**src/rtl/rv_exec_pkg.sv**
```systemverilog
package rv_exec_pkg;

	typedef logic [31:0] word_t;
	typedef logic [4:0]  reg_addr_t;
	typedef logic [3:0]  alu_op_t;
	typedef logic [2:0]  ld_kind_t;
	typedef logic [1:0]  st_kind_t;
	typedef logic [1:0]  jump_kind_t;

	// base opcodes, inst[6:0]
	localparam logic [6:0] OPC_LUI    = 7'b0110111;
	localparam logic [6:0] OPC_AUIPC  = 7'b0010111;
	localparam logic [6:0] OPC_JAL    = 7'b1101111;
	localparam logic [6:0] OPC_JALR   = 7'b1100111;
	localparam logic [6:0] OPC_BRANCH = 7'b1100011;
	localparam logic [6:0] OPC_LOAD   = 7'b0000011;
	localparam logic [6:0] OPC_STORE  = 7'b0100011;
	localparam logic [6:0] OPC_OPIMM  = 7'b0010011;
	localparam logic [6:0] OPC_OP     = 7'b0110011;

	localparam alu_op_t ALU_ADD  = 4'd0;
	localparam alu_op_t ALU_SUB  = 4'd1;
	localparam alu_op_t ALU_SLL  = 4'd2;
	localparam alu_op_t ALU_SLT  = 4'd3;
	localparam alu_op_t ALU_SLTU = 4'd4;
	localparam alu_op_t ALU_XOR  = 4'd5;
	localparam alu_op_t ALU_SRL  = 4'd6;
	localparam alu_op_t ALU_SRA  = 4'd7;
	localparam alu_op_t ALU_OR   = 4'd8;
	localparam alu_op_t ALU_AND  = 4'd9;
	localparam alu_op_t ALU_LUI  = 4'd10;
	localparam alu_op_t ALU_EQ   = 4'd11;
	localparam alu_op_t ALU_NE   = 4'd12;
	localparam alu_op_t ALU_LT   = 4'd13;
	localparam alu_op_t ALU_GE   = 4'd14;
	// unsigned less-than is the same function as sltu
	localparam alu_op_t ALU_LTU  = ALU_SLTU;
	localparam alu_op_t ALU_GEU  = 4'd15;

	localparam ld_kind_t LD_NONE = 3'd0;
	localparam ld_kind_t LD_B    = 3'd1;
	localparam ld_kind_t LD_BU   = 3'd2;
	localparam ld_kind_t LD_H    = 3'd3;
	localparam ld_kind_t LD_HU   = 3'd4;
	localparam ld_kind_t LD_W    = 3'd5;

	localparam st_kind_t ST_NONE = 2'd0;
	localparam st_kind_t ST_B    = 2'd1;
	localparam st_kind_t ST_H    = 2'd2;
	localparam st_kind_t ST_W    = 2'd3;

	localparam jump_kind_t JMP_NONE   = 2'd0;
	localparam jump_kind_t JMP_JAL    = 2'd1;
	localparam jump_kind_t JMP_JALR   = 2'd2;
	localparam jump_kind_t JMP_BRANCH = 2'd3;

	localparam int DMEM_WORDS = 256;
	localparam int DMEM_AW    = $clog2(DMEM_WORDS);

	localparam logic [1:0] RESP_OKAY = 2'b00;

	typedef enum logic [1:0] {IDLE_R, WAIT_ARREADY, WAIT_RVALID, DONE_R} rd_state_e;
	typedef enum logic [2:0] {IDLE_W, WAIT_AWREADY, WAIT_WREADY, WAIT_BVALID, DONE_W} wr_state_e;

endpackage

```
**src/rtl/regfile.sv**
```systemverilog
`timescale 1ns/100ps

module regfile (
	input  logic                   clk,
	input  logic                   rst,
	input  rv_exec_pkg::reg_addr_t rs1,
	input  rv_exec_pkg::reg_addr_t rs2,
	output rv_exec_pkg::word_t     rs1_data,
	output rv_exec_pkg::word_t     rs2_data,
	input  logic                   wen,
	input  rv_exec_pkg::reg_addr_t waddr,
	input  rv_exec_pkg::word_t     wdata
);

	// x0 has no storage
	rv_exec_pkg::word_t regs [1:31];

	always_ff @(posedge clk) begin
		if (rst) begin
			for (int i = 1; i < 32; i++) begin
				regs[i] <= '0;
			end
		end else if (wen && waddr != '0) begin
			regs[waddr] <= wdata;
		end
	end

	assign rs1_data = (rs1 == '0) ? '0 : regs[rs1];
	assign rs2_data = (rs2 == '0) ? '0 : regs[rs2];

endmodule

```
**config.mk**
```make
export PLATFORM = sky130hd
export DESIGN_NAME = regfile
export DESIGN_NICKNAME = d
export VERILOG_FILES = /design/src/rtl/rv_exec_pkg.sv /design/src/rtl/regfile.sv
export SDC_FILE = /design/constraint.sdc
export NUM_CORES = 2
export LEC_CHECK = 0
export BUFFER_PORTS_ARGS = -buffer_cell sky130_fd_sc_hd__buf_2
export CAP_MARGIN = 20
export CORE_ASPECT_RATIO = 0.6
export CORE_MARGIN = 1
export CORE_UTILIZATION = 50
export CTS_CLUSTER_DIAMETER = 80
export DETAILED_ROUTE_END_ITERATION = 10
export PLACE_DENSITY = 0.66
export SYNTH_ARGS = -nofsm -noshare
export SYNTH_HDL_FRONTEND = slang
export SYNTH_SLANG_ARGS = --single-unit
```
**constraint.sdc**
```tcl
create_clock -name clk -period 3.93 [get_ports clk]
set_input_delay 0.5895 -clock clk [delete_from_list [all_inputs] [get_ports clk]]
set_output_delay 0.5895 -clock clk [all_outputs]
set_load 0.005 [all_outputs]
```
# Word-level counts from Yosys, hierarchy flattened
# Memory sizes are Yosys's and may differ from the RTL's.
# Cells that the tools add are included.
# word_totals
mem_count	1
regBits	0
output_inout_bits	64
mem_bits_rw	992
# memory_table
name	words	width	rd	rd_clocked_by_memory_dff	write_ports	line_no	rtl
regs	31	32	2	0	31	regfile.sv:16	rv_exec_pkg::word_t regs [1:31];
# op_classes
mux	10
n_reduce_logical	5
# op_table
op	count
$mux W32	3
$reduce_or A32 Y1	1
$logic_not A5 Y1	2
$mux W1	6
$mux W5	1
$reduce_bool A5 Y1	1
$logic_and A1 B1 Y1	1

# Longest topological paths before layout
# logic_depth
depth_word	7
depth_mapped	9
depth_no_buf	4

# Least setup slack after synthesis
# OpenSTA, ideal clock, no wires.
# synth_path
kind	input-to-output
from	input rs2[2]
to	output rs2_data[5]
required_ns	3.340
t_arrival_ns	2.235
stages	7
path_slack_ns	1.106
cell_sequence	buf_2 > buf_2 > buf_1 > mux4_2 > a22o_1 > a2111oi_0 > nor3_1
# synth_via
elab_chain_len	2
word_cells_on_any_way	3
# synth_lines
item	line_no	rtl
start, declared	regfile.sv:7	input rv_exec_pkg::reg_addr_t rs2,
$mem_v2 Z31 W32 or $logic_not A5 Y1 (tied branches)	-	
$mux W32 *	regfile.sv:29	assign rs2_data = (rs2 == '0) ? '0 : regs[rs2];
end, declared	regfile.sv:9	output rv_exec_pkg::word_t rs2_data,
# Every way passes the cells marked *; elsewhere a longest branch is shown, timed or not.

# Worst setup path in the final report
# layout_path
from	input rs2[3]
to	output rs2_data[7]
# The elaborated chain is that of the path after synthesis.

==> parameters.txt <==
Parameter                              Value

Outcome
  Status ... finished, violations left
  Violations in the final reports ... setup timing

Job
  Max cap viols ... 0

Timing
  Actual slew at the worst max-slew pin ... 1.29 ns
  Number of pins exceeding their max-slew limit in the final report ... 0
  RSZ-0062 raised after global routing ... no
  Setup TNS ... -0.00143 ns
  Min Clock Period, post-route ... 3.93 ns
  Final Hold Fails ... 0
  Top achievable clock speed ... 0.254 GHz
  Relative slew slack ... 13.8%
  Post-route setup slack ... -0.00143 ns
  Final setup viols ... 1
  Tcrit/Tclk final ... 100%

CTS
  Clock tree from TritonCTS ... done
  Post_cts resized ... 0
  Reg clk slew, reported paths ... 0.06 ns
  Clock H-tree levels ... 3
  Library cell used as clock root buffer ... clkbuf_16
  # Post-CTS Setup Buffers ... 0
  Total clock buffers created by CTS ... 95
  Number of buffers on the longest clock path ... 3
  Number of buffers inserted by hold repair at cts ... 0
  Clock sink total ... 1,024

Finish
  Area growth from synthesis to final layout ... 12.0%
  Post-layout util ... 56.8%
  Number of flip-flops under the largest register name ... 1,024
  Final #Nets ... a little under 4,000
  Share of final-layout standard cells stronger than drive strength 1 ... 24.1%
  Register with the highest flop count ... regs
  Post-Layout Cell Count ... 5,343
  Biggest regs ... regs (1024)

Logic synthesis
  Average size of a mapped cell ... 14.5 um2
  Cell types occupying the most area after synthesis ... edfxtp_1 56%, mux4_2 15%, and2_1 11%, mux2i_1 5.9%, clkbuf_1 2.1%
  Async SR Flop Fraction ... 0%
  Most instantiated flip-flop cell in the synthesis netlist ... edfxtp_1
  Synth Register Bits ... about 1,000
  Number of cells produced by synthesis ... 3,765
  Sequential-to-total area share from yosys stat ... 56.3%
  Count of synthesis-stage warnings from yosys ... 0
  Number of flops mapped to enable cells by yosys ... just over 1,000
  Share of Yosys cell area claimed by the top area cell type ... a little under three fifths
  Netlist cell types ... 44
  Mapped Area ... 0.0546 mm2
  Post-synth top area cell ... edfxtp_1

Worst setup path
  Type of the setup path with the least slack ... input port to output pin
  Count of buffering cells on the critical path with inverters included ... 4
  Max Fanout on Critical Path ... 13
  Largest delay share family, worst path ... buffers and inverters
  Startpoint types ... input port
  Crit-path slowest cell ... a2111oi_0
  CP endpoint kind ... output pin
  Worst EP arrival ... 3.34 ns
  Required time reported for the critical path endpoint ... 3.34 ns
  Series of cell instances along the critical path ... buf_2 -> or3b_2 -> buf_4 -> o22ai_1 -> a2111oi_0 -> buf_4 -> nor3_1 -> buf_2
  Critical Path Max Stage Delay ... 0.87 ns

Hold path
  Cell depth of the worst hold path ... 1
  Hold Path End ... regs[0][20]$_DFFE_PP_
  Worst hold start ... wdata[20]
  Worst hold path class ... input port to flop

Routing
  Remaining antenna violation count after routing ... 0
  Number of vias per cell after detailed routing ... 7.06
  Detailed-router iteration count before antenna repair ... 5
  DR iter-0 viols ... roughly 6,800
  Total wire length ... 206,000 um
  DR DRC count ... 0
  Vias after detailed routing ... 37,716
  Average detailed-routed wire length per instance ... 38.5 um

GRT
  Total track usage ... 37.0%
  Via count of the first global-routing pass ... 35,617
  Remaining Overflow, GRT ... 0
  Number of antenna violations at the first check in global routing ... 18
  First-pass GRT wire length ... 284,000 um
  Largest net degree at the start of global routing ... 85

Place
  DP Wirelength ... about 120,000 um
  Port Buffers ... between 100 and 150
  Worst slack after detailed placement ... 0.154 ns
  Number of instances in the placed design ... 5,151
  Final weighted congestion of routability-driven global placement ... roughly 0.91

Pwr
  Net Switching ... 6.63 mW
  Sequential fraction of design power ... 50.6%
  Total power ... 25.7 mW
  Switching portion of total power ... 25.8%
  Cell internal power dissipation ... 19.0 mW
  Maximum resistive drop on vdd ... 0.442 mV
  Lkg Pwr ... between 20 and 25 nW
  PD cells ... 420 mW/mm2
  Fraction of power consumed by combinational cells ... 12.9%
  Clock share of power ... 36.5%

Floorplanning
  Die Height ... around 260 um
  Starting utilization of the core area ... 50.7%
  Die Area ... 0.111 mm2
  Total core area ... 0.108 mm2
  Io pins ... 114
  Horizontal die dimension ... ~430 um
  Cell Rows ... 93
==> cells by family after synthesis <==
group           synth area share (%)
simple gates                    13.7
flops                           56.3
mux                             21.3
buf+inv                         3.34
compound gates                  5.39
other cells                  0.00686
==> layout by cell type (no fill, tap or decap), types with 32 or more instances in the layout <==
cell type,Yosys,routed
a2111oi_1,32,32
a211oi_1,47,47
a21oi_1,56,56
a22o_1,51,51
a22oi_1,104,104
and2_1,995,993
buf_12,0,64
buf_2,56,107
buf_4,21,162
clkbuf_16,0,99
conb_1,1,32
edfxtp_1,1024,1024
mux2_2,34,34
mux2i_1,322,322
mux4_2,356,356
nor2_4,0,34
nor2b_1,56,50
nor4_1,33,33
o22ai_1,51,51
or2_2,32,32
==> stage by stage <==
stage	hold WS (ns)	area, um2
finish	0.333	61200
global route	0.362	61100
CTS	0.323	61100
detailed placement	1.08	58100
global placement	1.08	58100
floorplan	0.688	54700
==> routing by layer <==
metal | track usage, % | wire length, um | up-vias
li1 | - | - | 14570
met4 | 15.6 | 9330 | 2
met2 | 51.0 | 83900 | 3625
met5 | 0 | 9 | -
met3 | 13.3 | 34000 | 554
met1 | 53.0 | 78700 | 18965
==> power groups by stage <==
stage               registers, mW  clock network (mW)  logic, mW
floorplan                    13.0                   0       1.90
global placement             13.2                   0       3.19
detailed placement           13.2                   0       3.22
CTS                          13.0                9.36       3.23
global route                 13.0                9.74       3.40
finish                       13.0                9.37       3.31
==> synthesized netlist by cell type (2+ instances only) <==
library cell and count:
edfxtp_1 1024, and2_1 995, mux4_2 356, mux2i_1 322, clkbuf_1 302, a22oi_1 104
a21oi_1 56, buf_2 56, nor2b_1 56, a22o_1 51, o22ai_1 51, a211oi_1 47
nor2_1 37, mux2_2 34, nor4_1 33, a2111oi_1 32, or2_2 32, nor3_1 26
o21ai_0 26, a2111oi_0 23, buf_4 21, buf_6 19, o21ai_1 10, buf_1 8
nand2_1 6, nand3b_1 5, a221oi_1 4, nand3_1 4, and3_1 3, nand2b_1 3
or3b_2 3, a221o_1 2, nor4b_1 2, or3_1 2
==> worst max-delay path by stage <==
stage | cells after the start | to | from | slack [ns]
floorplan | 7 | rs2_data[5] | rs2[2] | 1.11
CTS | 8 | rs2_data[7] | rs2[0] | 0.16
global route | 9 | rs2_data[30] | rs2[2] | 0.04
global placement | 7 | rs2_data[8] | rs2[0] | 0.15
finish | 8 | rs2_data[7] | rs2[3] | -0.001
detailed placement | 8 | rs2_data[7] | rs2[0] | 0.15
==> area by class of cell <==
| cell class | instances | area [um2] |
|---|---|---|
| Fill cell | 8439 | 46600 |
| Sequential cell | 1024 | 30700 |
| Multi-Input combinational cell | 2364 | 22500 |
| Timing Repair Buffer | 339 | 3110 |
| Clock buffer | 121 | 2560 |
| Tap cell | 1425 | 1780 |
| Clock inverter | 50 | 429 |
| Antenna cell | 19 | 47.5 |
| Inverter | 1 | 3.75 |
Note: power is estimated with default switching activity, not from simulation.
