`config.mk`:
```
export PLATFORM = sky130hd
export DESIGN_NAME = idu
export DESIGN_NICKNAME = d
export VERILOG_FILES = /design/src/rtl/rv_exec_pkg.sv /design/src/rtl/idu.sv
export SDC_FILE = /design/constraint.sdc
export NUM_CORES = 1
export LEC_CHECK = 0
export BUFFER_PORTS_ARGS = -buffer_cell sky130_fd_sc_hd__buf_2
export CORE_AREA = 10 10 119 121
export DETAILED_ROUTE_END_ITERATION = 12
export DIE_AREA = 0 0 129 131
export PLACE_DENSITY = 0.66
export SLEW_MARGIN = 25
export SYNTH_ARGS = -nofsm -noshare
export SYNTH_HDL_FRONTEND = slang
export SYNTH_SLANG_ARGS = --single-unit
```
`constraint.sdc`:
```
create_clock -name clk -period 4.98 [get_ports clk]
set_input_delay 0.498 -clock clk [delete_from_list [all_inputs] [get_ports clk]]
set_output_delay 0.498 -clock clk [all_outputs]
set_load 0.005 [all_outputs]
```
`src/rtl/rv_exec_pkg.sv`:
```
package rv_exec_pkg;

	typedef logic [31:0] word_t;
	typedef logic [4:0]  reg_addr_t;
	typedef logic [3:0]  alu_op_t;
	typedef logic [2:0]  ld_kind_t;
	typedef logic [1:0]  st_kind_t;
	typedef logic [1:0]  jump_kind_t;

	// base opcodes, inst[6:0]
	localparam logic [6:0] OPC_LUI    = 7'b0110111;
	localparam logic [6:0] OPC_AUIPC  = 7'b0010111;
	localparam logic [6:0] OPC_JAL    = 7'b1101111;
	localparam logic [6:0] OPC_JALR   = 7'b1100111;
	localparam logic [6:0] OPC_BRANCH = 7'b1100011;
	localparam logic [6:0] OPC_LOAD   = 7'b0000011;
	localparam logic [6:0] OPC_STORE  = 7'b0100011;
	localparam logic [6:0] OPC_OPIMM  = 7'b0010011;
	localparam logic [6:0] OPC_OP     = 7'b0110011;

	localparam alu_op_t ALU_ADD  = 4'd0;
	localparam alu_op_t ALU_SUB  = 4'd1;
	localparam alu_op_t ALU_SLL  = 4'd2;
	localparam alu_op_t ALU_SLT  = 4'd3;
	localparam alu_op_t ALU_SLTU = 4'd4;
	localparam alu_op_t ALU_XOR  = 4'd5;
	localparam alu_op_t ALU_SRL  = 4'd6;
	localparam alu_op_t ALU_SRA  = 4'd7;
	localparam alu_op_t ALU_OR   = 4'd8;
	localparam alu_op_t ALU_AND  = 4'd9;
	localparam alu_op_t ALU_LUI  = 4'd10;
	localparam alu_op_t ALU_EQ   = 4'd11;
	localparam alu_op_t ALU_NE   = 4'd12;
	localparam alu_op_t ALU_LT   = 4'd13;
	localparam alu_op_t ALU_GE   = 4'd14;
	// unsigned less-than is the same function as sltu
	localparam alu_op_t ALU_LTU  = ALU_SLTU;
	localparam alu_op_t ALU_GEU  = 4'd15;

	localparam ld_kind_t LD_NONE = 3'd0;
	localparam ld_kind_t LD_B    = 3'd1;
	localparam ld_kind_t LD_BU   = 3'd2;
	localparam ld_kind_t LD_H    = 3'd3;
	localparam ld_kind_t LD_HU   = 3'd4;
	localparam ld_kind_t LD_W    = 3'd5;

	localparam st_kind_t ST_NONE = 2'd0;
	localparam st_kind_t ST_B    = 2'd1;
	localparam st_kind_t ST_H    = 2'd2;
	localparam st_kind_t ST_W    = 2'd3;

	localparam jump_kind_t JMP_NONE   = 2'd0;
	localparam jump_kind_t JMP_JAL    = 2'd1;
	localparam jump_kind_t JMP_JALR   = 2'd2;
	localparam jump_kind_t JMP_BRANCH = 2'd3;

	localparam int DMEM_WORDS = 256;
	localparam int DMEM_AW    = $clog2(DMEM_WORDS);

	localparam logic [1:0] RESP_OKAY = 2'b00;

	typedef enum logic [1:0] {IDLE_R, WAIT_ARREADY, WAIT_RVALID, DONE_R} rd_state_e;
	typedef enum logic [2:0] {IDLE_W, WAIT_AWREADY, WAIT_WREADY, WAIT_BVALID, DONE_W} wr_state_e;

endpackage

```
`src/rtl/idu.sv`:
```
`timescale 1ns/100ps

module idu (
	input  logic                    clk,
	input  logic                    rst,
	input  logic                    in_valid,
	input  rv_exec_pkg::word_t      in_pc,
	input  rv_exec_pkg::word_t      in_inst,
	output logic                    in_ready,
	output rv_exec_pkg::reg_addr_t  rs1,
	output rv_exec_pkg::reg_addr_t  rs2,
	input  rv_exec_pkg::word_t      rs1_data,
	input  rv_exec_pkg::word_t      rs2_data,
	input  logic                    exu_pend_valid,
	input  rv_exec_pkg::reg_addr_t  exu_pend_rd,
	input  logic                    exu_allowin,
	output logic                    id_valid,
	output rv_exec_pkg::word_t      id_pc,
	output rv_exec_pkg::word_t      id_src1,
	output rv_exec_pkg::word_t      id_src2,
	output rv_exec_pkg::word_t      id_imm,
	output rv_exec_pkg::word_t      id_store_data,
	output rv_exec_pkg::reg_addr_t  id_rd,
	output logic                    id_rd_wen,
	output rv_exec_pkg::alu_op_t    id_alu_op,
	output logic                    id_alu_use_imm,
	output logic                    id_alu_use_pc,
	output rv_exec_pkg::ld_kind_t   id_ld_kind,
	output rv_exec_pkg::st_kind_t   id_st_kind,
	output rv_exec_pkg::jump_kind_t id_jump_kind
);

	logic                 idu_valid;
	rv_exec_pkg::word_t   pc_q;
	rv_exec_pkg::word_t   inst_q;
	logic [6:0]           opcode;
	logic [2:0]           funct3;
	logic                 use_rs1;
	logic                 use_rs2;
	logic                 hazard;
	logic                 ready_go;
	rv_exec_pkg::alu_op_t arith_op;

	always_ff @(posedge clk) begin
		if (rst) begin
			idu_valid <= 1'b0;
		end else if (in_ready) begin
			idu_valid <= in_valid;
		end
	end

	always_ff @(posedge clk) begin
		if (in_valid && in_ready) begin
			pc_q   <= in_pc;
			inst_q <= in_inst;
		end
	end

	assign opcode = inst_q[6:0];
	assign funct3 = inst_q[14:12];
	assign rs1    = inst_q[19:15];
	assign rs2    = inst_q[24:20];

	// lui, auipc and jal carry no rs1
	assign use_rs1 = !(opcode == rv_exec_pkg::OPC_LUI || opcode == rv_exec_pkg::OPC_AUIPC ||
		opcode == rv_exec_pkg::OPC_JAL);
	assign use_rs2 = opcode == rv_exec_pkg::OPC_BRANCH || opcode == rv_exec_pkg::OPC_STORE ||
		opcode == rv_exec_pkg::OPC_OP;

	// wait until the instruction in exu has written its rd
	assign hazard = exu_pend_valid && exu_pend_rd != '0 &&
		((use_rs1 && rs1 == exu_pend_rd) || (use_rs2 && rs2 == exu_pend_rd));
	assign ready_go = !hazard;
	assign id_valid = idu_valid && ready_go;
	assign in_ready = !idu_valid || (ready_go && exu_allowin);

	assign id_pc         = pc_q;
	assign id_src1       = rs1_data;
	assign id_src2       = rs2_data;
	assign id_store_data = rs2_data;
	assign id_rd         = inst_q[11:7];

	// inst[30] selects sub only in register form, sra in both
	always_comb begin
		case (funct3)
			3'b000:  arith_op = (opcode == rv_exec_pkg::OPC_OP && inst_q[30]) ?
				rv_exec_pkg::ALU_SUB : rv_exec_pkg::ALU_ADD;
			3'b001:  arith_op = rv_exec_pkg::ALU_SLL;
			3'b010:  arith_op = rv_exec_pkg::ALU_SLT;
			3'b011:  arith_op = rv_exec_pkg::ALU_SLTU;
			3'b100:  arith_op = rv_exec_pkg::ALU_XOR;
			3'b101:  arith_op = inst_q[30] ? rv_exec_pkg::ALU_SRA : rv_exec_pkg::ALU_SRL;
			3'b110:  arith_op = rv_exec_pkg::ALU_OR;
			default: arith_op = rv_exec_pkg::ALU_AND;
		endcase
	end

	always_comb begin
		id_imm         = {{20{inst_q[31]}}, inst_q[31:20]};
		id_rd_wen      = 1'b1;
		id_alu_op      = rv_exec_pkg::ALU_ADD;
		id_alu_use_imm = 1'b1;
		id_alu_use_pc  = 1'b0;
		id_ld_kind     = rv_exec_pkg::LD_NONE;
		id_st_kind     = rv_exec_pkg::ST_NONE;
		id_jump_kind   = rv_exec_pkg::JMP_NONE;
		case (opcode)
			rv_exec_pkg::OPC_LUI: begin
				id_imm    = {inst_q[31:12], 12'b0};
				id_alu_op = rv_exec_pkg::ALU_LUI;
			end
			rv_exec_pkg::OPC_AUIPC: begin
				id_imm        = {inst_q[31:12], 12'b0};
				id_alu_use_pc = 1'b1;
			end
			rv_exec_pkg::OPC_JAL: begin
				id_imm = {{11{inst_q[31]}}, inst_q[31], inst_q[19:12], inst_q[20],
					inst_q[30:21], 1'b0};
				id_alu_use_pc = 1'b1;
				id_jump_kind  = rv_exec_pkg::JMP_JAL;
			end
			rv_exec_pkg::OPC_JALR: id_jump_kind = rv_exec_pkg::JMP_JALR;
			rv_exec_pkg::OPC_BRANCH: begin
				id_imm = {{19{inst_q[31]}}, inst_q[31], inst_q[7], inst_q[30:25],
					inst_q[11:8], 1'b0};
				id_rd_wen      = 1'b0;
				id_alu_use_imm = 1'b0;
				id_jump_kind   = rv_exec_pkg::JMP_BRANCH;
				case (funct3)
					3'b000:  id_alu_op = rv_exec_pkg::ALU_EQ;
					3'b001:  id_alu_op = rv_exec_pkg::ALU_NE;
					3'b100:  id_alu_op = rv_exec_pkg::ALU_LT;
					3'b101:  id_alu_op = rv_exec_pkg::ALU_GE;
					3'b110:  id_alu_op = rv_exec_pkg::ALU_LTU;
					default: id_alu_op = rv_exec_pkg::ALU_GEU;
				endcase
			end
			rv_exec_pkg::OPC_LOAD: begin
				case (funct3)
					3'b000:  id_ld_kind = rv_exec_pkg::LD_B;
					3'b001:  id_ld_kind = rv_exec_pkg::LD_H;
					3'b100:  id_ld_kind = rv_exec_pkg::LD_BU;
					3'b101:  id_ld_kind = rv_exec_pkg::LD_HU;
					default: id_ld_kind = rv_exec_pkg::LD_W;
				endcase
			end
			rv_exec_pkg::OPC_STORE: begin
				id_imm    = {{20{inst_q[31]}}, inst_q[31:25], inst_q[11:7]};
				id_rd_wen = 1'b0;
				case (funct3[1:0])
					2'b00:   id_st_kind = rv_exec_pkg::ST_B;
					2'b01:   id_st_kind = rv_exec_pkg::ST_H;
					default: id_st_kind = rv_exec_pkg::ST_W;
				endcase
			end
			rv_exec_pkg::OPC_OP: begin
				id_alu_use_imm = 1'b0;
				id_alu_op      = arith_op;
			end
			default: id_alu_op = arith_op;
		endcase
	end

endmodule

```
### Yosys cells after proc, flatten, opt, wreduce, memory -nomap -nowiden

Cells that the tools add are included.

* flip-flop bits (word level): 65
* bits of input ports: 138
* output and inout bits: 191
* logic and storage cells: 59

* equal/unequal tests: 17
* mux-type cells: 14
* reduce and logical (&&, ||, !) cells: 25

Operator list (count)
* $pmux 31 s4: 1
* $pmux 4 s7: 1
* $eq 7x6->1 const B: 3
* $eq 7x7->1 const B: 3
* $pmux 4 s5: 1
* $pmux 3 s4: 1
* $pmux 4 s3: 1
* $eq 5x5->1: 2
* $eq 3x3->1 const B: 3
* $logic_and 1x1->1: 8
* $reduce_or 2->1: 4
* $eq 7x2->1 const B: 1
* $eq 7x5->1 const B: 1
* $eq 3x2->1 const B: 2
* $logic_or 1x1->1: 6
* $pmux 2 s3: 1
* $mux 1: 5
* $reduce_bool 5->1: 1
* $reduce_or 5->1: 1
* $pmux 2 s2: 1
* $eq 3x1->1 const B: 1
* $logic_not 1->1: 3
* $logic_not 3->1: 1
* $mux 3: 1
* other kinds (3): 3

### Depth between registers and ports, before layout

* depth in word-level cells: 11
* depth in mapped cells: 7
* depth with buffers taken out: 6

### Worst setup path before layout

Ideal clock, no wire load.

* kind: input to register
* from: in exu_pend_rd[1]
* to: reg pc_q[0], in the netlist id_pc[0], enable pin
* setup time: 0.429 ns
* arrival time: 3.042 ns
* required time: 4.551 ns
* setup slack: 1.510 ns
* stages on the path: 5
* path buffers: 0
* cells stage by stage: or4_4 o21ai_4 o41ai_2 a31oi_2 and2_1

* longest elaborated chain between the ends: 8
* elaborated cells between the ends (all ways): 12
* classes of those cells: eq/ne (2); reduce/logical (10)

RTL lines
* start, declared: RTL line idu.sv:15 `input rv_exec_pkg::reg_addr_t exu_pend_rd,`
* $eq 5x5->1: RTL line idu.sv:72 `((use_rs1 && rs1 == exu_pend_rd) || (use_rs2 && rs2 == exu_pend_rd));`
* $logic_and 1x1->1: RTL line idu.sv:72
* $logic_or 1x1->1: RTL line idu.sv:72
* $logic_and 1x1->1 (*): RTL line idu.sv:71 `assign hazard = exu_pend_valid && exu_pend_rd != '0 &&`
* $logic_not 1->1 (*): RTL line idu.sv:73 `assign ready_go = !hazard;`
* $logic_and 1x1->1 (*): RTL line idu.sv:75 `assign in_ready = !idu_valid || (ready_go && exu_allowin);`
* $logic_or 1x1->1 (*): RTL line idu.sv:75
* net in_ready: RTL line idu.sv:9 `output logic in_ready,`
* $logic_and 1x1->1 (*): RTL line idu.sv:53 `if (in_valid && in_ready) begin`
* end signal, assigned: RTL line idu.sv:54 `pc_q <= in_pc;`
* end, declared: RTL line idu.sv:34 `rv_exec_pkg::word_t pc_q;`

Mark *: on every way through the listed nets, which the timed path passes. The rest lies on a longest branch.
A chain may end at the register's enable or synchronous reset.

### Final worst setup path

* from: reg inst_q[6]
* to: reg pc_q[9], in the netlist id_pc[9], enable pin

* longest elaborated chain between the ends: 11
* elaborated cells between the ends (all ways): 19
* classes of those cells: eq/ne (6); reduce/logical (13)

RTL lines
* start, declared: RTL line idu.sv:35 `rv_exec_pkg::word_t inst_q;`
* start signal, assigned: RTL line idu.sv:55 `inst_q <= in_inst;`
* $eq 7x6->1 / $eq 7x5->1 (equally long branches): RTL line idu.sv:65 `assign use_rs1 = !(opcode == rv_exec_pkg::OPC_LUI || opcode == rv_exec_pkg::OPC_AUIPC ||`
* $logic_or 1x1->1 (2 in series): RTL line idu.sv:65
* $logic_not 1->1: RTL line idu.sv:65
* $logic_and 1x1->1: RTL line idu.sv:72
* $logic_or 1x1->1 (*): RTL line idu.sv:72
* $logic_and 1x1->1 (*): RTL line idu.sv:71
* $logic_not 1->1 (*): RTL line idu.sv:73
* $logic_and 1x1->1 (*): RTL line idu.sv:75
* $logic_or 1x1->1 (*): RTL line idu.sv:75
* $logic_and 1x1->1 (*): RTL line idu.sv:53

Every way passes the cells marked *; elsewhere a longest branch is shown, timed or not.

==> out/results.txt <==
status -> finished clean
number of buffers created by CTS -> 9
Rel. slew slack -> 43.7%
first drt pass iteration count -> 4
sequential element share of the synthesized area -> 51.9%
endpoints failing hold -> 0
Max stage delay on crit path -> 0.69 ns
Crit-path slowest cell -> and2_2
Slew @ Worst Pin -> 0.842 ns
layout cell share with drive strength beyond 1 -> 49.0%
die width -> 129 microns
xor/xnor cell area share of the yosys netlist -> 2.81%
Reg power frac -> 43.4%
HP Class -> in2reg
hold_buf cts -> 0
critical-path cell list -> nand4bb_1 > nor2_1 > a21oi_1 > a31oi_2 > and2_2 > buf_4
post-route ant nets -> 0
row cnt -> 40
CTS root buf -> clkbuf_16
Wirelength per Cell -> 26.5 microns
pin count of the biggest net entering global routing -> 34
Setup-failing EPs final -> 0
Combinational Power Share -> 10.1%
Internal -> 1210 uW
final RePlAce weighted congestion -> 0.849
syn nets -> 474
postcts setup bufs -> 0
mux contribution to synthesized area -> 0%
Mapped Cells -> 336
setup TNS -> 0 ns
Cell variety after synth -> 43
Total GRT Usage -> 16.1%
clock sink count -> 65
Area Overhead vs Synth -> 12.9%
Post-Synth Simple-Gate Area -> 12.4%
CP Data Arrival Time -> 3.62 ns
CTS tree -> done
post-DP HPWL -> 12.6 mm
PwrDens -> 365 mW/mm^2
cell taking the most area after synthesis -> edfxtp_1
Sw Share -> 21.6%
DIE AREA -> 0.0169 sq mm
largest family of logic cells by synthesized area -> buffers and inverters
Clock Power Share -> 46.5%
CTS clk-pin slew, worst paths -> 0.05 ns
Die Y -> 131 microns
Worst-Skew Late Latency -> 0.33 ns
FMAX -> 0.274 GHz
n_diodes -> 0
Ys Warns -> 0
compound-cell area share of the yosys netlist -> 8.23%
worst endpoint required time -> 4.96 ns
core area -> 0.0118 sq mm
fin. max-slew vios -> 0
top post-synthesis cells by area -> edfxtp_1 51%, buf_4 22%, nand2_1 3.2%, a21o_1 2.4%, xnor2_1 2.1%
Port Buffers -> 168
io pins -> 329
Setup crit end kind -> flip-flop
WL final -> 14.5 mm
Critical Path Source Type -> flip-flop
CTS max path bufs -> 2
H-tree level count -> 3
vias in the first global route -> 2,834
Pleak -> 0.00186 uW
mapped cell area -> 0.00374 sq mm
Setup CP Type -> reg2reg
Max FO, Critical Path -> 33
switching power total -> 333 uW
Max Cap Viol -> 0
first-pass GRT wire length -> 19.6 mm
Vias -> 2,586
Async S/R FF share, synth -> 0%
EDFF count, synth -> 64
Final period util -> 73.2%
main flop type after synthesis -> edfxtp_1
flop and latch count out of synthesis -> 65
Iter 0 DRT Violations -> 137
post-DR vias/cell -> 4.74
Initial Utilization -> 31.7%
Post-CTS Resized -> 0
hold_ws -> 0.343 ns
syn avg cell area -> 11.1 sq um
gr ovfl total -> 0
RSZ-0062 raised after global routing -> false
Final min period -> 3.64 ns
peak supply drop -> 271 uV
# DRC -> 0
# nets final -> 531
area share of fa/ha/maj cells after synthesis -> 0%
Layout Skew -> 0.00468 ns
initial antenna violation count -> 0
Synth top area share -> 51.4%
synth_stat cells (all sizes together) (4+ instances only):
cell type  count
buf          117
edfxtp        64
nand2         32
a21o          12
a21oi         11
nor2          10
and2           9
o21ai          9
xnor2          9
nand3          7
clkbuf         6
inv            6
nor3           6
o22ai          4
logic make-up after synthesis:
group           after synthesis
compound gates               44
xor+xnor                     12
buf+inv                     130
flops                        65
simple gates                 85
flip-flops by register name, summed over array words and instances (netlist names):
signal,cells
inst_q,32
id_pc,32
idu_valid,1
through the flow:
stage | worst slack, ns | utilization, % | power (uW) | cell area (sq um) | cells
6_report | 1.34 | 35.8 | 1540 | 4220 | 545
3_3_place_gp | 1.49 | 32.8 | 836 | 3880 | 529
5_1_grt | 1.03 | 35.8 | 1600 | 4220 | 545
4_1_cts | 1.32 | 35.8 | 1560 | 4220 | 545
2_1_floorplan | 1.51 | - | 811 | 3740 | 336
3_5_place_dp | 1.32 | 32.8 | 840 | 3880 | 529
power by group through the flow:
stage	clock network (uW)	registers, uW	logic (uW)
global route	754	674	174
global placement	0	679	157
floorplan	0	669	142
detailed placement	0	679	160
CTS	731	669	161
finish	717	668	156
metal layers:
| metal | GRT usage (%) | routed length (microns) | vias to the layer above |
|---|---|---|---|
| li1 | - | - | 1165 |
| met1 | 12.8 | 3960 | 1169 |
| met2 | 29.2 | 7570 | 238 |
| met3 | 12.9 | 2800 | 14 |
| met4 | 4.75 | 127 | 0 |
| met5 | 1.54 | 0 | - |
worst max-delay path: cells and delay by family (launching register included):
kind,cells,cell delay [ns]
flops,1,0.57
simple gates,3,1.64
buf+inv,1,0.50
compound gates,2,0.56
area by class of cell:
type	count	area (sq um)
clock buffer	10	229
clock inverter	6	115
fill	1194	7590
inverter	7	26.3
multi-input combinational	141	880
sequential	65	1940
tap	147	184
timing repair buffer	169	848
worst paths after layout:
kind / start / end / slack [ns] / cells after the start
worst max register to register: inst_q[6] / id_pc[9] / 1.34 / 6
worst min-delay path: in_pc[18] / id_pc[18] / 0.34 / 1
worst max-delay path: inst_q[6] / id_pc[9] / 1.34 / 6
worst min register to register: idu_valid / idu_valid / 0.64 / 2
placed cells by master (no fill, tap or decap), types with 2 or more instances in the layout:
master / n
a21o_1: 12
a21oi_1: 11
a22oi_1: 2
and2_1: 8
and3b_1: 2
buf_2: 168
bufinv_16: 3
clkbuf_16: 9
edfxtp_1: 64
inv_1: 6
nand2_1: 32
nand2b_1: 2
nand3_1: 7
nand3b_1: 2
nand4_1: 2
nor2_1: 10
nor2b_1: 2
nor3_1: 5
nor3b_1: 2
o21ai_0: 8
o22ai_1: 4
xnor2_1: 9
xor2_1: 3
Note: power is estimated with default switching activity, not from simulation.
