### src/rtl/rv_exec_pkg.sv
package rv_exec_pkg;

	typedef logic [31:0] word_t;
	typedef logic [4:0]  reg_addr_t;
	typedef logic [3:0]  alu_op_t;
	typedef logic [2:0]  ld_kind_t;
	typedef logic [1:0]  st_kind_t;
	typedef logic [1:0]  jump_kind_t;

	// base opcodes, inst[6:0]
	localparam logic [6:0] OPC_LUI    = 7'b0110111;
	localparam logic [6:0] OPC_AUIPC  = 7'b0010111;
	localparam logic [6:0] OPC_JAL    = 7'b1101111;
	localparam logic [6:0] OPC_JALR   = 7'b1100111;
	localparam logic [6:0] OPC_BRANCH = 7'b1100011;
	localparam logic [6:0] OPC_LOAD   = 7'b0000011;
	localparam logic [6:0] OPC_STORE  = 7'b0100011;
	localparam logic [6:0] OPC_OPIMM  = 7'b0010011;
	localparam logic [6:0] OPC_OP     = 7'b0110011;

	localparam alu_op_t ALU_ADD  = 4'd0;
	localparam alu_op_t ALU_SUB  = 4'd1;
	localparam alu_op_t ALU_SLL  = 4'd2;
	localparam alu_op_t ALU_SLT  = 4'd3;
	localparam alu_op_t ALU_SLTU = 4'd4;
	localparam alu_op_t ALU_XOR  = 4'd5;
	localparam alu_op_t ALU_SRL  = 4'd6;
	localparam alu_op_t ALU_SRA  = 4'd7;
	localparam alu_op_t ALU_OR   = 4'd8;
	localparam alu_op_t ALU_AND  = 4'd9;
	localparam alu_op_t ALU_LUI  = 4'd10;
	localparam alu_op_t ALU_EQ   = 4'd11;
	localparam alu_op_t ALU_NE   = 4'd12;
	localparam alu_op_t ALU_LT   = 4'd13;
	localparam alu_op_t ALU_GE   = 4'd14;
	// unsigned less-than is the same function as sltu
	localparam alu_op_t ALU_LTU  = ALU_SLTU;
	localparam alu_op_t ALU_GEU  = 4'd15;

	localparam ld_kind_t LD_NONE = 3'd0;
	localparam ld_kind_t LD_B    = 3'd1;
	localparam ld_kind_t LD_BU   = 3'd2;
	localparam ld_kind_t LD_H    = 3'd3;
	localparam ld_kind_t LD_HU   = 3'd4;
	localparam ld_kind_t LD_W    = 3'd5;

	localparam st_kind_t ST_NONE = 2'd0;
	localparam st_kind_t ST_B    = 2'd1;
	localparam st_kind_t ST_H    = 2'd2;
	localparam st_kind_t ST_W    = 2'd3;

	localparam jump_kind_t JMP_NONE   = 2'd0;
	localparam jump_kind_t JMP_JAL    = 2'd1;
	localparam jump_kind_t JMP_JALR   = 2'd2;
	localparam jump_kind_t JMP_BRANCH = 2'd3;

	localparam int DMEM_WORDS = 256;
	localparam int DMEM_AW    = $clog2(DMEM_WORDS);

	localparam logic [1:0] RESP_OKAY = 2'b00;

	typedef enum logic [1:0] {IDLE_R, WAIT_ARREADY, WAIT_RVALID, DONE_R} rd_state_e;
	typedef enum logic [2:0] {IDLE_W, WAIT_AWREADY, WAIT_WREADY, WAIT_BVALID, DONE_W} wr_state_e;

endpackage

### src/rtl/alu.sv
`timescale 1ns/100ps

module alu (
	input  rv_exec_pkg::alu_op_t op,
	input  rv_exec_pkg::word_t   a,
	input  rv_exec_pkg::word_t   b,
	output rv_exec_pkg::word_t   result
);

	logic [4:0] shamt;
	logic       lt;
	logic       ltu;
	logic       eq;

	assign shamt = b[4:0];
	assign lt    = $signed(a) < $signed(b);
	assign ltu   = a < b;
	assign eq    = a == b;

	always_comb begin
		case (op)
			rv_exec_pkg::ALU_ADD:  result = a + b;
			rv_exec_pkg::ALU_SUB:  result = a - b;
			rv_exec_pkg::ALU_SLL:  result = a << shamt;
			rv_exec_pkg::ALU_SLT:  result = {31'b0, lt};
			// also serves bltu
			rv_exec_pkg::ALU_SLTU: result = {31'b0, ltu};
			rv_exec_pkg::ALU_XOR:  result = a ^ b;
			rv_exec_pkg::ALU_SRL:  result = a >> shamt;
			rv_exec_pkg::ALU_SRA:  result = $signed(a) >>> shamt;
			rv_exec_pkg::ALU_OR:   result = a | b;
			rv_exec_pkg::ALU_AND:  result = a & b;
			rv_exec_pkg::ALU_LUI:  result = b;
			rv_exec_pkg::ALU_EQ:   result = {31'b0, eq};
			rv_exec_pkg::ALU_NE:   result = {31'b0, !eq};
			rv_exec_pkg::ALU_LT:   result = {31'b0, lt};
			rv_exec_pkg::ALU_GE:   result = {31'b0, !lt};
			default:               result = {31'b0, !ltu};
		endcase
	end

endmodule

### src/rtl/exu.sv
`timescale 1ns/100ps

module exu (
	input  logic                    clk,
	input  logic                    rst,
	input  logic                    id_valid,
	input  rv_exec_pkg::word_t      id_pc,
	input  rv_exec_pkg::word_t      id_src1,
	input  rv_exec_pkg::word_t      id_src2,
	input  rv_exec_pkg::word_t      id_imm,
	input  rv_exec_pkg::word_t      id_store_data,
	input  rv_exec_pkg::reg_addr_t  id_rd,
	input  logic                    id_rd_wen,
	input  rv_exec_pkg::alu_op_t    id_alu_op,
	input  logic                    id_alu_use_imm,
	input  logic                    id_alu_use_pc,
	input  rv_exec_pkg::ld_kind_t   id_ld_kind,
	input  rv_exec_pkg::st_kind_t   id_st_kind,
	input  rv_exec_pkg::jump_kind_t id_jump_kind,
	output logic                    exu_allowin,
	output logic                    exu_pend_valid,
	output rv_exec_pkg::reg_addr_t  exu_pend_rd,
	output rv_exec_pkg::word_t      awaddr,
	output logic                    awvalid,
	input  logic                    awready,
	output rv_exec_pkg::word_t      wdata,
	output logic [3:0]              wstrb,
	output logic                    wvalid,
	input  logic                    wready,
	input  logic [1:0]              bresp,
	input  logic                    bvalid,
	output logic                    bready,
	output rv_exec_pkg::word_t      araddr,
	output logic                    arvalid,
	input  logic                    arready,
	input  rv_exec_pkg::word_t      rdata,
	input  logic [1:0]              rresp,
	input  logic                    rvalid,
	output logic                    rready,
	output logic                    commit_valid,
	output rv_exec_pkg::word_t      commit_pc,
	output rv_exec_pkg::word_t      commit_next_pc,
	output logic                    rf_wen,
	output rv_exec_pkg::reg_addr_t  rf_waddr,
	output rv_exec_pkg::word_t      rf_wdata
);

	logic                    exu_valid;
	logic                    exu_ready_go;
	rv_exec_pkg::word_t      ex_pc, ex_src1, ex_src2, ex_imm, ex_store_data;
	rv_exec_pkg::reg_addr_t  ex_rd;
	logic                    ex_rd_wen, ex_use_imm, ex_use_pc;
	rv_exec_pkg::alu_op_t    ex_alu_op;
	rv_exec_pkg::ld_kind_t   ex_ld_kind;
	rv_exec_pkg::st_kind_t   ex_st_kind;
	rv_exec_pkg::jump_kind_t ex_jump_kind;
	rv_exec_pkg::word_t      alu_result, pc_plus4, next_pc, load_shifted, load_data;
	logic [4:0]              byte_shift;
	logic                    read_start, write_start, read_done, write_done;
	rv_exec_pkg::rd_state_e  rd_state, rd_next;
	rv_exec_pkg::wr_state_e  wr_state, wr_next;

	always_ff @(posedge clk) begin
		if (rst) begin
			exu_valid <= 1'b0;
		end else if (exu_allowin) begin
			exu_valid <= id_valid;
		end
	end

	always_ff @(posedge clk) begin
		if (exu_allowin && id_valid) begin
			ex_pc         <= id_pc;
			ex_src1       <= id_src1;
			ex_src2       <= id_src2;
			ex_imm        <= id_imm;
			ex_store_data <= id_store_data;
			ex_rd         <= id_rd;
			ex_rd_wen     <= id_rd_wen;
			ex_alu_op     <= id_alu_op;
			ex_use_imm    <= id_alu_use_imm;
			ex_use_pc     <= id_alu_use_pc;
			ex_ld_kind    <= id_ld_kind;
			ex_st_kind    <= id_st_kind;
			ex_jump_kind  <= id_jump_kind;
		end
	end

	alu i_alu (
		.op     (ex_alu_op),
		.a      (ex_use_pc ? ex_pc : ex_src1),
		.b      (ex_use_imm ? ex_imm : ex_src2),
		.result (alu_result)
	);

	// alu_result is the jump target for jal/jalr and the compare bit for branches
	assign pc_plus4 = ex_pc + 32'd4;
	always_comb begin
		case (ex_jump_kind)
			rv_exec_pkg::JMP_JAL:    next_pc = alu_result;
			rv_exec_pkg::JMP_JALR:   next_pc = {alu_result[31:1], 1'b0};
			rv_exec_pkg::JMP_BRANCH: next_pc = alu_result[0] ? ex_pc + ex_imm : pc_plus4;
			default:                 next_pc = pc_plus4;
		endcase
	end

	assign read_start  = exu_valid && ex_ld_kind != rv_exec_pkg::LD_NONE;
	assign write_start = exu_valid && ex_st_kind != rv_exec_pkg::ST_NONE;
	assign read_done   = rvalid && rready && rresp == rv_exec_pkg::RESP_OKAY;
	assign write_done  = bvalid && bready && bresp == rv_exec_pkg::RESP_OKAY;

	assign exu_ready_go = read_start ? read_done : write_start ? write_done : 1'b1;
	assign exu_allowin  = !exu_valid || exu_ready_go;

	always_ff @(posedge clk) begin
		if (rst) begin
			rd_state <= rv_exec_pkg::IDLE_R;
			wr_state <= rv_exec_pkg::IDLE_W;
		end else begin
			rd_state <= rd_next;
			wr_state <= wr_next;
		end
	end

	// an error response reissues the whole transaction
	always_comb begin
		rd_next = rd_state;
		case (rd_state)
			rv_exec_pkg::WAIT_ARREADY:
				if (arready) rd_next = rv_exec_pkg::WAIT_RVALID;
			rv_exec_pkg::WAIT_RVALID:
				if (rvalid) rd_next = read_done ? rv_exec_pkg::DONE_R : rv_exec_pkg::WAIT_ARREADY;
			default:
				if (!read_start) rd_next = rv_exec_pkg::IDLE_R;
				else rd_next = arready ? rv_exec_pkg::WAIT_RVALID : rv_exec_pkg::WAIT_ARREADY;
		endcase
	end

	always_comb begin
		wr_next = wr_state;
		case (wr_state)
			rv_exec_pkg::WAIT_AWREADY:
				if (awready) wr_next = rv_exec_pkg::WAIT_WREADY;
			rv_exec_pkg::WAIT_WREADY:
				if (wready) wr_next = rv_exec_pkg::WAIT_BVALID;
			rv_exec_pkg::WAIT_BVALID:
				if (bvalid) wr_next = write_done ? rv_exec_pkg::DONE_W : rv_exec_pkg::WAIT_AWREADY;
			default:
				if (!write_start) wr_next = rv_exec_pkg::IDLE_W;
				else wr_next = awready ? rv_exec_pkg::WAIT_WREADY : rv_exec_pkg::WAIT_AWREADY;
		endcase
	end

	assign arvalid = read_start && rd_state != rv_exec_pkg::WAIT_RVALID;
	assign rready  = rd_state == rv_exec_pkg::WAIT_RVALID;
	assign awvalid = write_start && (wr_state == rv_exec_pkg::IDLE_W ||
		wr_state == rv_exec_pkg::DONE_W || wr_state == rv_exec_pkg::WAIT_AWREADY);
	assign wvalid  = wr_state == rv_exec_pkg::WAIT_WREADY;
	assign bready  = wr_state == rv_exec_pkg::WAIT_BVALID;

	// lane placement from the low address bits
	assign byte_shift = {alu_result[1:0], 3'b000};
	assign araddr     = alu_result;
	assign awaddr     = alu_result;
	assign wdata      = ex_store_data << byte_shift;
	always_comb begin
		case (ex_st_kind)
			rv_exec_pkg::ST_B: wstrb = 4'b0001 << alu_result[1:0];
			rv_exec_pkg::ST_H: wstrb = 4'b0011 << alu_result[1:0];
			default:           wstrb = 4'b1111;
		endcase
	end

	assign load_shifted = rdata >> byte_shift;
	always_comb begin
		case (ex_ld_kind)
			rv_exec_pkg::LD_B:  load_data = {{24{load_shifted[7]}}, load_shifted[7:0]};
			rv_exec_pkg::LD_BU: load_data = {24'b0, load_shifted[7:0]};
			rv_exec_pkg::LD_H:  load_data = {{16{load_shifted[15]}}, load_shifted[15:0]};
			rv_exec_pkg::LD_HU: load_data = {16'b0, load_shifted[15:0]};
			default:            load_data = load_shifted;
		endcase
	end

	assign exu_pend_valid = exu_valid && ex_rd_wen;
	assign exu_pend_rd    = ex_rd;

	assign commit_valid   = exu_valid && exu_ready_go;
	assign commit_pc      = ex_pc;
	assign commit_next_pc = next_pc;
	assign rf_wen         = commit_valid && ex_rd_wen && ex_rd != '0;
	assign rf_waddr       = ex_rd;
	assign rf_wdata = (ex_jump_kind == rv_exec_pkg::JMP_JAL || ex_jump_kind == rv_exec_pkg::JMP_JALR) ?
		pc_plus4 : read_start ? load_data : alu_result;

endmodule

### config.mk
export PLATFORM = sky130hd
export DESIGN_NAME = exu
export DESIGN_NICKNAME = d
export VERILOG_FILES = /design/src/rtl/rv_exec_pkg.sv /design/src/rtl/alu.sv /design/src/rtl/exu.sv
export SDC_FILE = /design/constraint.sdc
export NUM_CORES = 1
export LEC_CHECK = 0
export BUFFER_PORTS_ARGS = -buffer_cell sky130_fd_sc_hd__buf_2
export CAP_MARGIN = 20
export CORE_MARGIN = 2
export CORE_UTILIZATION = 50
export CTS_CLUSTER_SIZE = 20
export DETAILED_ROUTE_END_ITERATION = 7
export HOLD_SLACK_MARGIN = 0.05
export PLACE_DENSITY = 0.81
export SLEW_MARGIN = 40
export SYNTH_ARGS = -nofsm -noshare
export SYNTH_HDL_FRONTEND = slang
export SYNTH_SLANG_ARGS = --single-unit
export TNS_END_PERCENT = 10
### constraint.sdc
create_clock -name clk -period 6.84 [get_ports clk]
set_clock_uncertainty 0.15 [all_clocks]
set_input_delay 1.026 -clock clk [delete_from_list [all_inputs] [get_ports clk]]
set_output_delay 1.026 -clock clk [all_outputs]
set_load 0.01 [all_outputs]
Word-level counts from Yosys, hierarchy flattened
Index checks and enable logic that the tools add are counted.
- bits in read-only memories: 0
- bits in latches: 0
- word-level logic and storage cells: 123
- memories kept: 0
- output and inout bits: 215
- input bits: 223
- register bits after elaboration: 185
- memory bits (writable): 0
- eq/ne operators: 36
- shift-type cells: 7
- mux-type cells: 24
- bitwise logic cells: 3
- $add $sub $neg: 4
- order comparisons: 2
- reductions and logical operators: 31
- multiply operators: 0
- divide/modulo/power cells: 0
- operator list (cell ; count):
    32-bit case mux with 14 select lines ; 1
    32-bit two-way mux ; 5
    32-bit case mux with 4 select lines ; 1
    32-bit case mux with 3 select lines ; 1
    32-bit adder ; 2
    32-bit < comparator ; 2
    32-bit by 5-bit left shift with 32-bit output ; 2
    32-bit by 5-bit right shift with 32-bit output ; 2
    32-bit by 3-bit adder with 32-bit output, second input constant ; 1
    32-bit AND ; 1
    32-bit == test ; 1
    32-bit OR ; 1
    32-bit by 5-bit >>> shifter with 32-bit output ; 1
    32-bit subtractor ; 1
    32-bit bitwise XOR ; 1
    4-bit == test, second input constant ; 7
    4-bit by 3-bit == test with 1-bit output, second input constant ; 4
    2-bit two-way mux ; 7
    1-bit logical AND ; 13
    3-bit by 2-bit == test with 1-bit output, second input constant ; 4
    3-bit two-way mux ; 4
    2-bit inequality test, second input constant ; 5
    3-bit case mux with 3 select lines ; 1
    2-bit == test, second input constant ; 4
    22 further kinds ; 35

Longest topological paths before layout
- word-level depth: 8
- mapped depth: 23
- mapped depth without buffers: 16

Cells and area by module
Synthesis repeated with hierarchy kept, for this count alone.
- cells, all modules: 2441
- area total of the unflattened synthesis: 20744.9 um^2
- by module, submodules not included (module ; area an instance (um^2) ; seq. area each (um^2) ; times used ; cells an instance):
    exu ; 11348.4 ; 5495.3 ; 1 ; 1054
    alu ; 9396.5 ; 0.0 ; 1 ; 1387

Least setup slack after synthesis
OpenSTA, ideal clock, no wires.
- kind: reg2out
- start: register ex_use_imm
- end: output rf_wdata[23]
- data arrival time: 5.589 ns
- path slack: 0.075 ns
- cell stages (with the launch flop): 21
- path buffers: 7
- required time: 5.664 ns
- path through: edfxtp_1 -> buf_6 -> buf_1 -> clkbuf_1 -> buf_1 -> mux2i_1 -> ha_1 -> or4_4 -> or3_4 -> nor3_2 -> a221oi_1 -> a311oi_1 -> nor4_1 -> o21a_2 -> a21o_1 -> buf_6 -> or4_1 -> and4b_1 -> buf_6 -> buf_6 -> a221oi_2
- cells in the longest elaborated chain, start to end: 8
- elaborated cells on any way between the ends: 20
- classes of those cells: add/sub (2); order compare (2); eq/ne (1); shift (4); mux (5); bitwise (3); reduce/logical (3)
- RTL lines (item ; RTL line ; RTL):
    from (decl) ; exu.sv:52 ; logic ex_rd_wen, ex_use_imm, ex_use_pc;
    from (signal assigned) ; exu.sv:81 ; ex_use_imm <= id_alu_use_imm;
    32-bit two-way mux (*) ; exu.sv:92 ; .b (ex_use_imm ? ex_imm : ex_src2),
    32-bit < comparator, or another cell as far along ; alu.sv:17 ; assign ltu = a < b;
    1-bit zero test (on tied branches) ; alu.sv:38, alu.sv:35, alu.sv:37 ;
    32-bit case mux with 14 select lines (*) ; alu.sv:21 ; case (op)
    32-bit by 5-bit right shift with 32-bit output ; exu.sv:174 ; assign load_shifted = rdata >> byte_shift;
    32-bit case mux with 4 select lines ; exu.sv:176 ; case (ex_ld_kind)
    32-bit two-way mux (*) ; exu.sv:194 ; pc_plus4 : read_start ? load_data : alu_result;
    32-bit two-way mux (*) ; exu.sv:193 ; assign rf_wdata = (ex_jump_kind == rv_exec_pkg::JMP_JAL || ex_jump_kind == rv_exec_pkg::JMP_JALR) ?
    to (decl) ; exu.sv:45 ; output rv_exec_pkg::word_t rf_wdata
Every way passes the cells marked *; elsewhere a longest branch is shown, timed or not.

Worst setup path after layout
- start: register ex_use_pc
- end: output rf_wdata[22]
- cells in the longest elaborated chain, start to end: 8
- elaborated cells on any way between the ends: 20
- classes of those cells: add/sub (2); order compare (2); eq/ne (1); shift (4); mux (5); bitwise (3); reduce/logical (3)
- RTL lines (item ; RTL line ; RTL):
    from (decl) ; exu.sv:52 ;
    from (signal assigned) ; exu.sv:82 ; ex_use_pc <= id_alu_use_pc;
    32-bit two-way mux (*) ; exu.sv:91 ; .a (ex_use_pc ? ex_pc : ex_src1),
    32-bit < comparator, or another cell as far along ; alu.sv:17 ;
    1-bit zero test (on tied branches) ; alu.sv:38, alu.sv:35, alu.sv:37 ;
    32-bit case mux with 14 select lines (*) ; alu.sv:21 ;
    32-bit by 5-bit right shift with 32-bit output ; exu.sv:174 ;
    32-bit case mux with 4 select lines ; exu.sv:176 ;
    32-bit two-way mux (*) ; exu.sv:194 ;
    32-bit two-way mux (*) ; exu.sv:193 ;
Marked as above.

==> run_summary.xml <==
<?xml version="1.0" encoding="UTF-8"?>
<metrics>
  <group name="cts">
    <metric name="max-clock-path-buffers" unit="">2</metric>
    <metric name="path_clk_slew" unit="ps">80</metric>
    <metric name="clock-root-buffer" unit="">sky130_fd_sc_hd__clkbuf_16</metric>
    <metric name="hold_bufs_inserted_after_cts" unit="">0</metric>
    <metric name="clk_latency" unit="ps">500</metric>
    <metric name="cts_tree" unit="">yes</metric>
    <metric name="cts_inserted_buffers" unit="">17</metric>
    <metric name="cts.htree.levels" unit="">4</metric>
    <metric name="clock_sinks" unit="">185</metric>
  </group>
  <group name="global_routing">
    <metric name="first_global_vias" unit="">21718</metric>
    <metric name="antenna_violations_before_repair" unit="">7</metric>
    <metric name="grt_max_degree" unit="">136</metric>
    <metric name="grt_pass1_wl" unit="µm">148000</metric>
    <metric name="grt_util_all_layers" unit="">0.4855</metric>
    <metric name="grt.overflow.total" unit="">0</metric>
  </group>
  <group name="placed_design">
    <metric name="port_bufs" unit="">437</metric>
    <metric name="postPlaceCellArea" unit="mm²">0.02336</metric>
    <metric name="gp_congestion" unit="">1.085</metric>
    <metric name="place_hpwl" unit="µm">82140</metric>
  </group>
  <group name="pwr">
    <metric name="leakage" unit="nW">10.69</metric>
    <metric name="powerDensity" unit="mW/mm²">223.7</metric>
    <metric name="post-layout-total-power" unit="W">0.005405</metric>
    <metric name="max-vdd-ir-drop" unit="µV">276.4</metric>
  </group>
  <group name="logic_synthesis">
    <metric name="ys_ff_latch" unit="">185</metric>
    <metric name="syn-cell-area" unit="mm²">0.02024</metric>
    <metric name="synth_area_per_cell" unit="µm²">8.300</metric>
    <metric name="mappedNetlistNets" unit="">2802</metric>
    <metric name="synth-edff-count" unit="">179</metric>
    <metric name="ys_async_sr_fraction" unit="">0</metric>
    <metric name="biggest_area_contributors_in_the_synthesized_netlist" unit="">sky130_fd_sc_hd__edfxtp_1 27%, sky130_fd_sc_hd__mux2i_1 9.3%, sky130_fd_sc_hd__ha_1 8.5%</metric>
    <metric name="syn_inst" unit="">2439</metric>
    <metric name="synth.largest_area_cell" unit="">sky130_fd_sc_hd__edfxtp_1</metric>
    <metric name="yosysUniqueCellTypes" unit="">93</metric>
    <metric name="ys_warn_count" unit="">0</metric>
    <metric name="synth_top_area_share" unit="">0.2655</metric>
    <metric name="synthFlopType" unit="">sky130_fd_sc_hd__edfxtp_1</metric>
    <metric name="proportion_of_synthesized_chip_area_in_sequential_cells" unit="">0.2714</metric>
  </group>
  <group name="hold_path">
    <metric name="timing.hold.worst.class" unit="">reg -&gt; reg</metric>
  </group>
  <group name="timing">
    <metric name="layout_min_cycle_time" unit="ps">6821</metric>
    <metric name="finalSetupTns" unit="ps">0</metric>
    <metric name="relSlewSlack" unit="">0.3392</metric>
    <metric name="timing.final.setup_violations" unit="">0</metric>
    <metric name="number_of_pins_with_negative_max_slew_slack_in_the_final_report" unit="">0</metric>
    <metric name="max_clock_freq" unit="MHz">146.6</metric>
    <metric name="finalHoldViolCount" unit="">0</metric>
    <metric name="timing_worst_slew_pin_value" unit="ps">991.1</metric>
    <metric name="final.period_utilization" unit="">0.9972</metric>
    <metric name="grt_setup_unrepaired" unit="">true</metric>
  </group>
  <group name="floorplanning">
    <metric name="initial_cell_density_of_the_core" unit="">0.5084</metric>
    <metric name="fp-row-count" unit="">73</metric>
    <metric name="io_pins" unit="">438</metric>
    <metric name="fp.dieW" unit="µm">205.2</metric>
    <metric name="die_area" unit="mm²">0.04212</metric>
    <metric name="die_height" unit="µm">205.2</metric>
    <metric name="core_area" unit="mm²">0.03982</metric>
  </group>
  <group name="finish">
    <metric name="filler_cell_count" unit="">3616</metric>
    <metric name="design.final.nets" unit="">3211</metric>
    <metric name="layout-drive-gt1-share" unit="">0.2531</metric>
    <metric name="area_growth_syn_to_layout" unit="%">19.36</metric>
    <metric name="post-route-cell-area" unit="mm²">0.02416</metric>
    <metric name="multiInputGateArea" unit="mm²">0.01359</metric>
    <metric name="footprint_of_the_flip_flops_and_latches" unit="mm²">0.005495</metric>
  </group>
  <group name="setup_path">
    <metric name="critical-path-top-delay-family" unit="">compound AO/OA/AOI/OAI gates</metric>
    <metric name="timing.critical_path.buf_inv" unit="">4</metric>
    <metric name="data_required_time_of_the_critical_path" unit="ps">5660</metric>
    <metric name="cp_peak_stage_delay" unit="ps">620</metric>
    <metric name="cp_slowest_cell" unit="">sky130_fd_sc_hd__or4_1</metric>
    <metric name="criticalPathCategory" unit="">reg -&gt; out</metric>
    <metric name="sort_of_element_at_the_end_of_the_critical_path" unit="">primary output</metric>
    <metric name="setup.worst_path.start_class" unit="">flip-flop</metric>
    <metric name="worstPathArrival" unit="ps">5650</metric>
    <metric name="cp_cell_sequence" unit="">buf_12, mux2i_2, inv_1, ha_1, a21oi_1, o31ai_1, buf_4, a21oi_2, a211oi_2, or3_1, o21a_2, a21o_2, or4_1, and4b_4, a221oi_1, buf_2</metric>
    <metric name="cp_max_fo" unit="">28</metric>
  </group>
  <group name="route">
    <metric name="drc_errors" unit="">6</metric>
    <metric name="initial_drc_count" unit="">4191</metric>
    <metric name="number_of_nets_still_failing_antenna_checks_after_routing" unit="">0</metric>
    <metric name="dr.pass1.iters" unit="">8</metric>
    <metric name="detail_route.wl_per_cell" unit="µm">31.23</metric>
    <metric name="wl" unit="µm">106000</metric>
    <metric name="viasPerCell" unit="">6.986</metric>
    <metric name="dr_total_vias" unit="">23711</metric>
  </group>
  <group name="outcome">
    <metric name="violations_in_the_final_reports" unit="">design-rule violations</metric>
    <metric name="run_status" unit="">complete, but fails checks</metric>
  </group>
  <group name="job">
    <metric name="drv_cap" unit="">0</metric>
  </group>
</metrics>
[per-stage QoR]
| step | utilization | cells | hold WS [ps] | setup slack (ps) |
|---|---|---|---|---|
| after global routing | 0.6065 | 3389 | 363.7 | -34.79 |
| after global placement | 0.5862 | 3350 | 317.3 | 231.2 |
| final | 0.6068 | 3394 | 338.3 | 18.91 |
| after CTS | 0.6022 | 3382 | 339.1 | 3.203 |
| after detailed placement | 0.5866 | 3350 | 328.7 | 181.9 |
| after floorplan | - | 2439 | 297.0 | 74.76 |
[sequential cells by signal, summed over array words and instances (netlist names), 2 cells and up]
name and cells:
commit_pc 32, ex_imm 32, ex_src1 32, ex_src2 32, ex_store_data 32, exu_pend_rd 5
ex_alu_op 4, ex_ld_kind 3, wr_state 3, ex_jump_kind 2, ex_st_kind 2, rd_state 2
[report_power, final]
part / leakage, nW / total, W / switching, W / internal (W)
registers: 1.76 / 0.00143 / 0.0000867 / 0.00134
clock network: 0.276 / 0.00103 / 0.000518 / 0.000517
logic: 8.66 / 0.00294 / 0.00191 / 0.00103
total: 10.7 / 0.00540 / 0.00252 / 0.00289
[tightest hold or removal path: cells and delay by family (launching register included)]
kind | cells | cell delay [ps]
DFF | 1 | 330
AOI/OAI and AO/OA | 1 | 50
and+or+nand+nor | 1 | 60
[synthesized netlist by cell type, drive strengths merged (20+ instances only)]
cell,count
nor2,244
nand2,231
mux2i,192
edfxtp,179
a21oi,170
ha,137
inv,131
o21ai,127
clkbuf,108
buf,79
nor3,58
nand3,53
o22ai,53
and3,36
a21o,35
a211oi,34
xnor2,34
a221oi,32
o221ai,30
xor2,30
a22oi,29
o211ai,29
mux2,28
a31oi,26
nand2b,26
and2,20
nor2b,20
[path summary, 6_finish.rpt]
kind	startpoint	cells past startpoint	endpoint	slack, ps
worst max-delay path	ex_use_pc$_DFFE_PP_	16	rf_wdata[22]	20
worst min-delay path	rd_state[1]$_SDFFE_PP0P_	2	rd_state[1]$_SDFFE_PP0P_	340
worst min register to register	rd_state[1]$_SDFFE_PP0P_	2	rd_state[1]$_SDFFE_PP0P_	340
worst max register to register	ex_ld_kind[1]$_DFFE_PP_	6	ex_src1[4]$_DFFE_PP_	2980
[cell type report]
cell class | instances | area share
Antenna cell | 8 | 0.0008285
Tap cell | 525 | 0.02718
Timing Repair Buffer | 576 | 0.1372
Inverter | 132 | 0.02050
Sequential cell | 185 | 0.2274
Multi-Input combinational cell | 1936 | 0.5625
Clock inverter | 14 | 0.006628
Clock buffer | 18 | 0.01776
[layout by cell type (no fill, tap or decap), drive strengths merged, types with 15 or more instances in the layout]
cell and n:
a22oi 29, a21o 35, a221oi 32, nor4 15
mux2i 192, and2 20, nand3 53, a2111oi 16
clkbuf 19, a221o 18, xor2 30, or3 18
nor2 244, xnor2 34, nand2 231, nand2b 26
o211ai 29, a21oi 170, a211oi 34, o221ai 30
and3 36, edfxtp 179, ha 137, a31oi 26
nand4 15, nor2b 20, o22ai 53, inv 137
nor3 58, buf 575, o21ai 127, mux2 28
[metal layers]
layer  wire length [µm]  track usage  part of all wire
met1              40060       0.6401              0.38
met2              43710       0.6965              0.41
met3              15310       0.1590              0.14
met4               6902       0.2739             0.065
met5                 12            0           0.00011
[timing repair]
item,CTS,global route
setup buffers,0,1
pin swaps,0,3
gates cloned,0,2
setup endpoints to repair,27,57
resized for setup,8,31
[cells by family (layout without fill, tap and decap cells)]
| group | Yosys count | count (layout) | share of synthesized area |
|---|---|---|---|
| DFF | 185 | 185 | 0.2714 |
| and+or+nand+nor | 768 | 769 | 0.1750 |
| xor gates and xnor gates | 64 | 64 | 0.02769 |
| AOI/OAI and AO/OA | 740 | 740 | 0.2531 |
| muxes | 223 | 223 | 0.1155 |
| adders and majority gates | 140 | 140 | 0.08764 |
| other | 0 | 8 | 0 |
| buffers and inverters | 319 | 740 | 0.06965 |
Note: power is estimated with default switching activity, not from simulation.
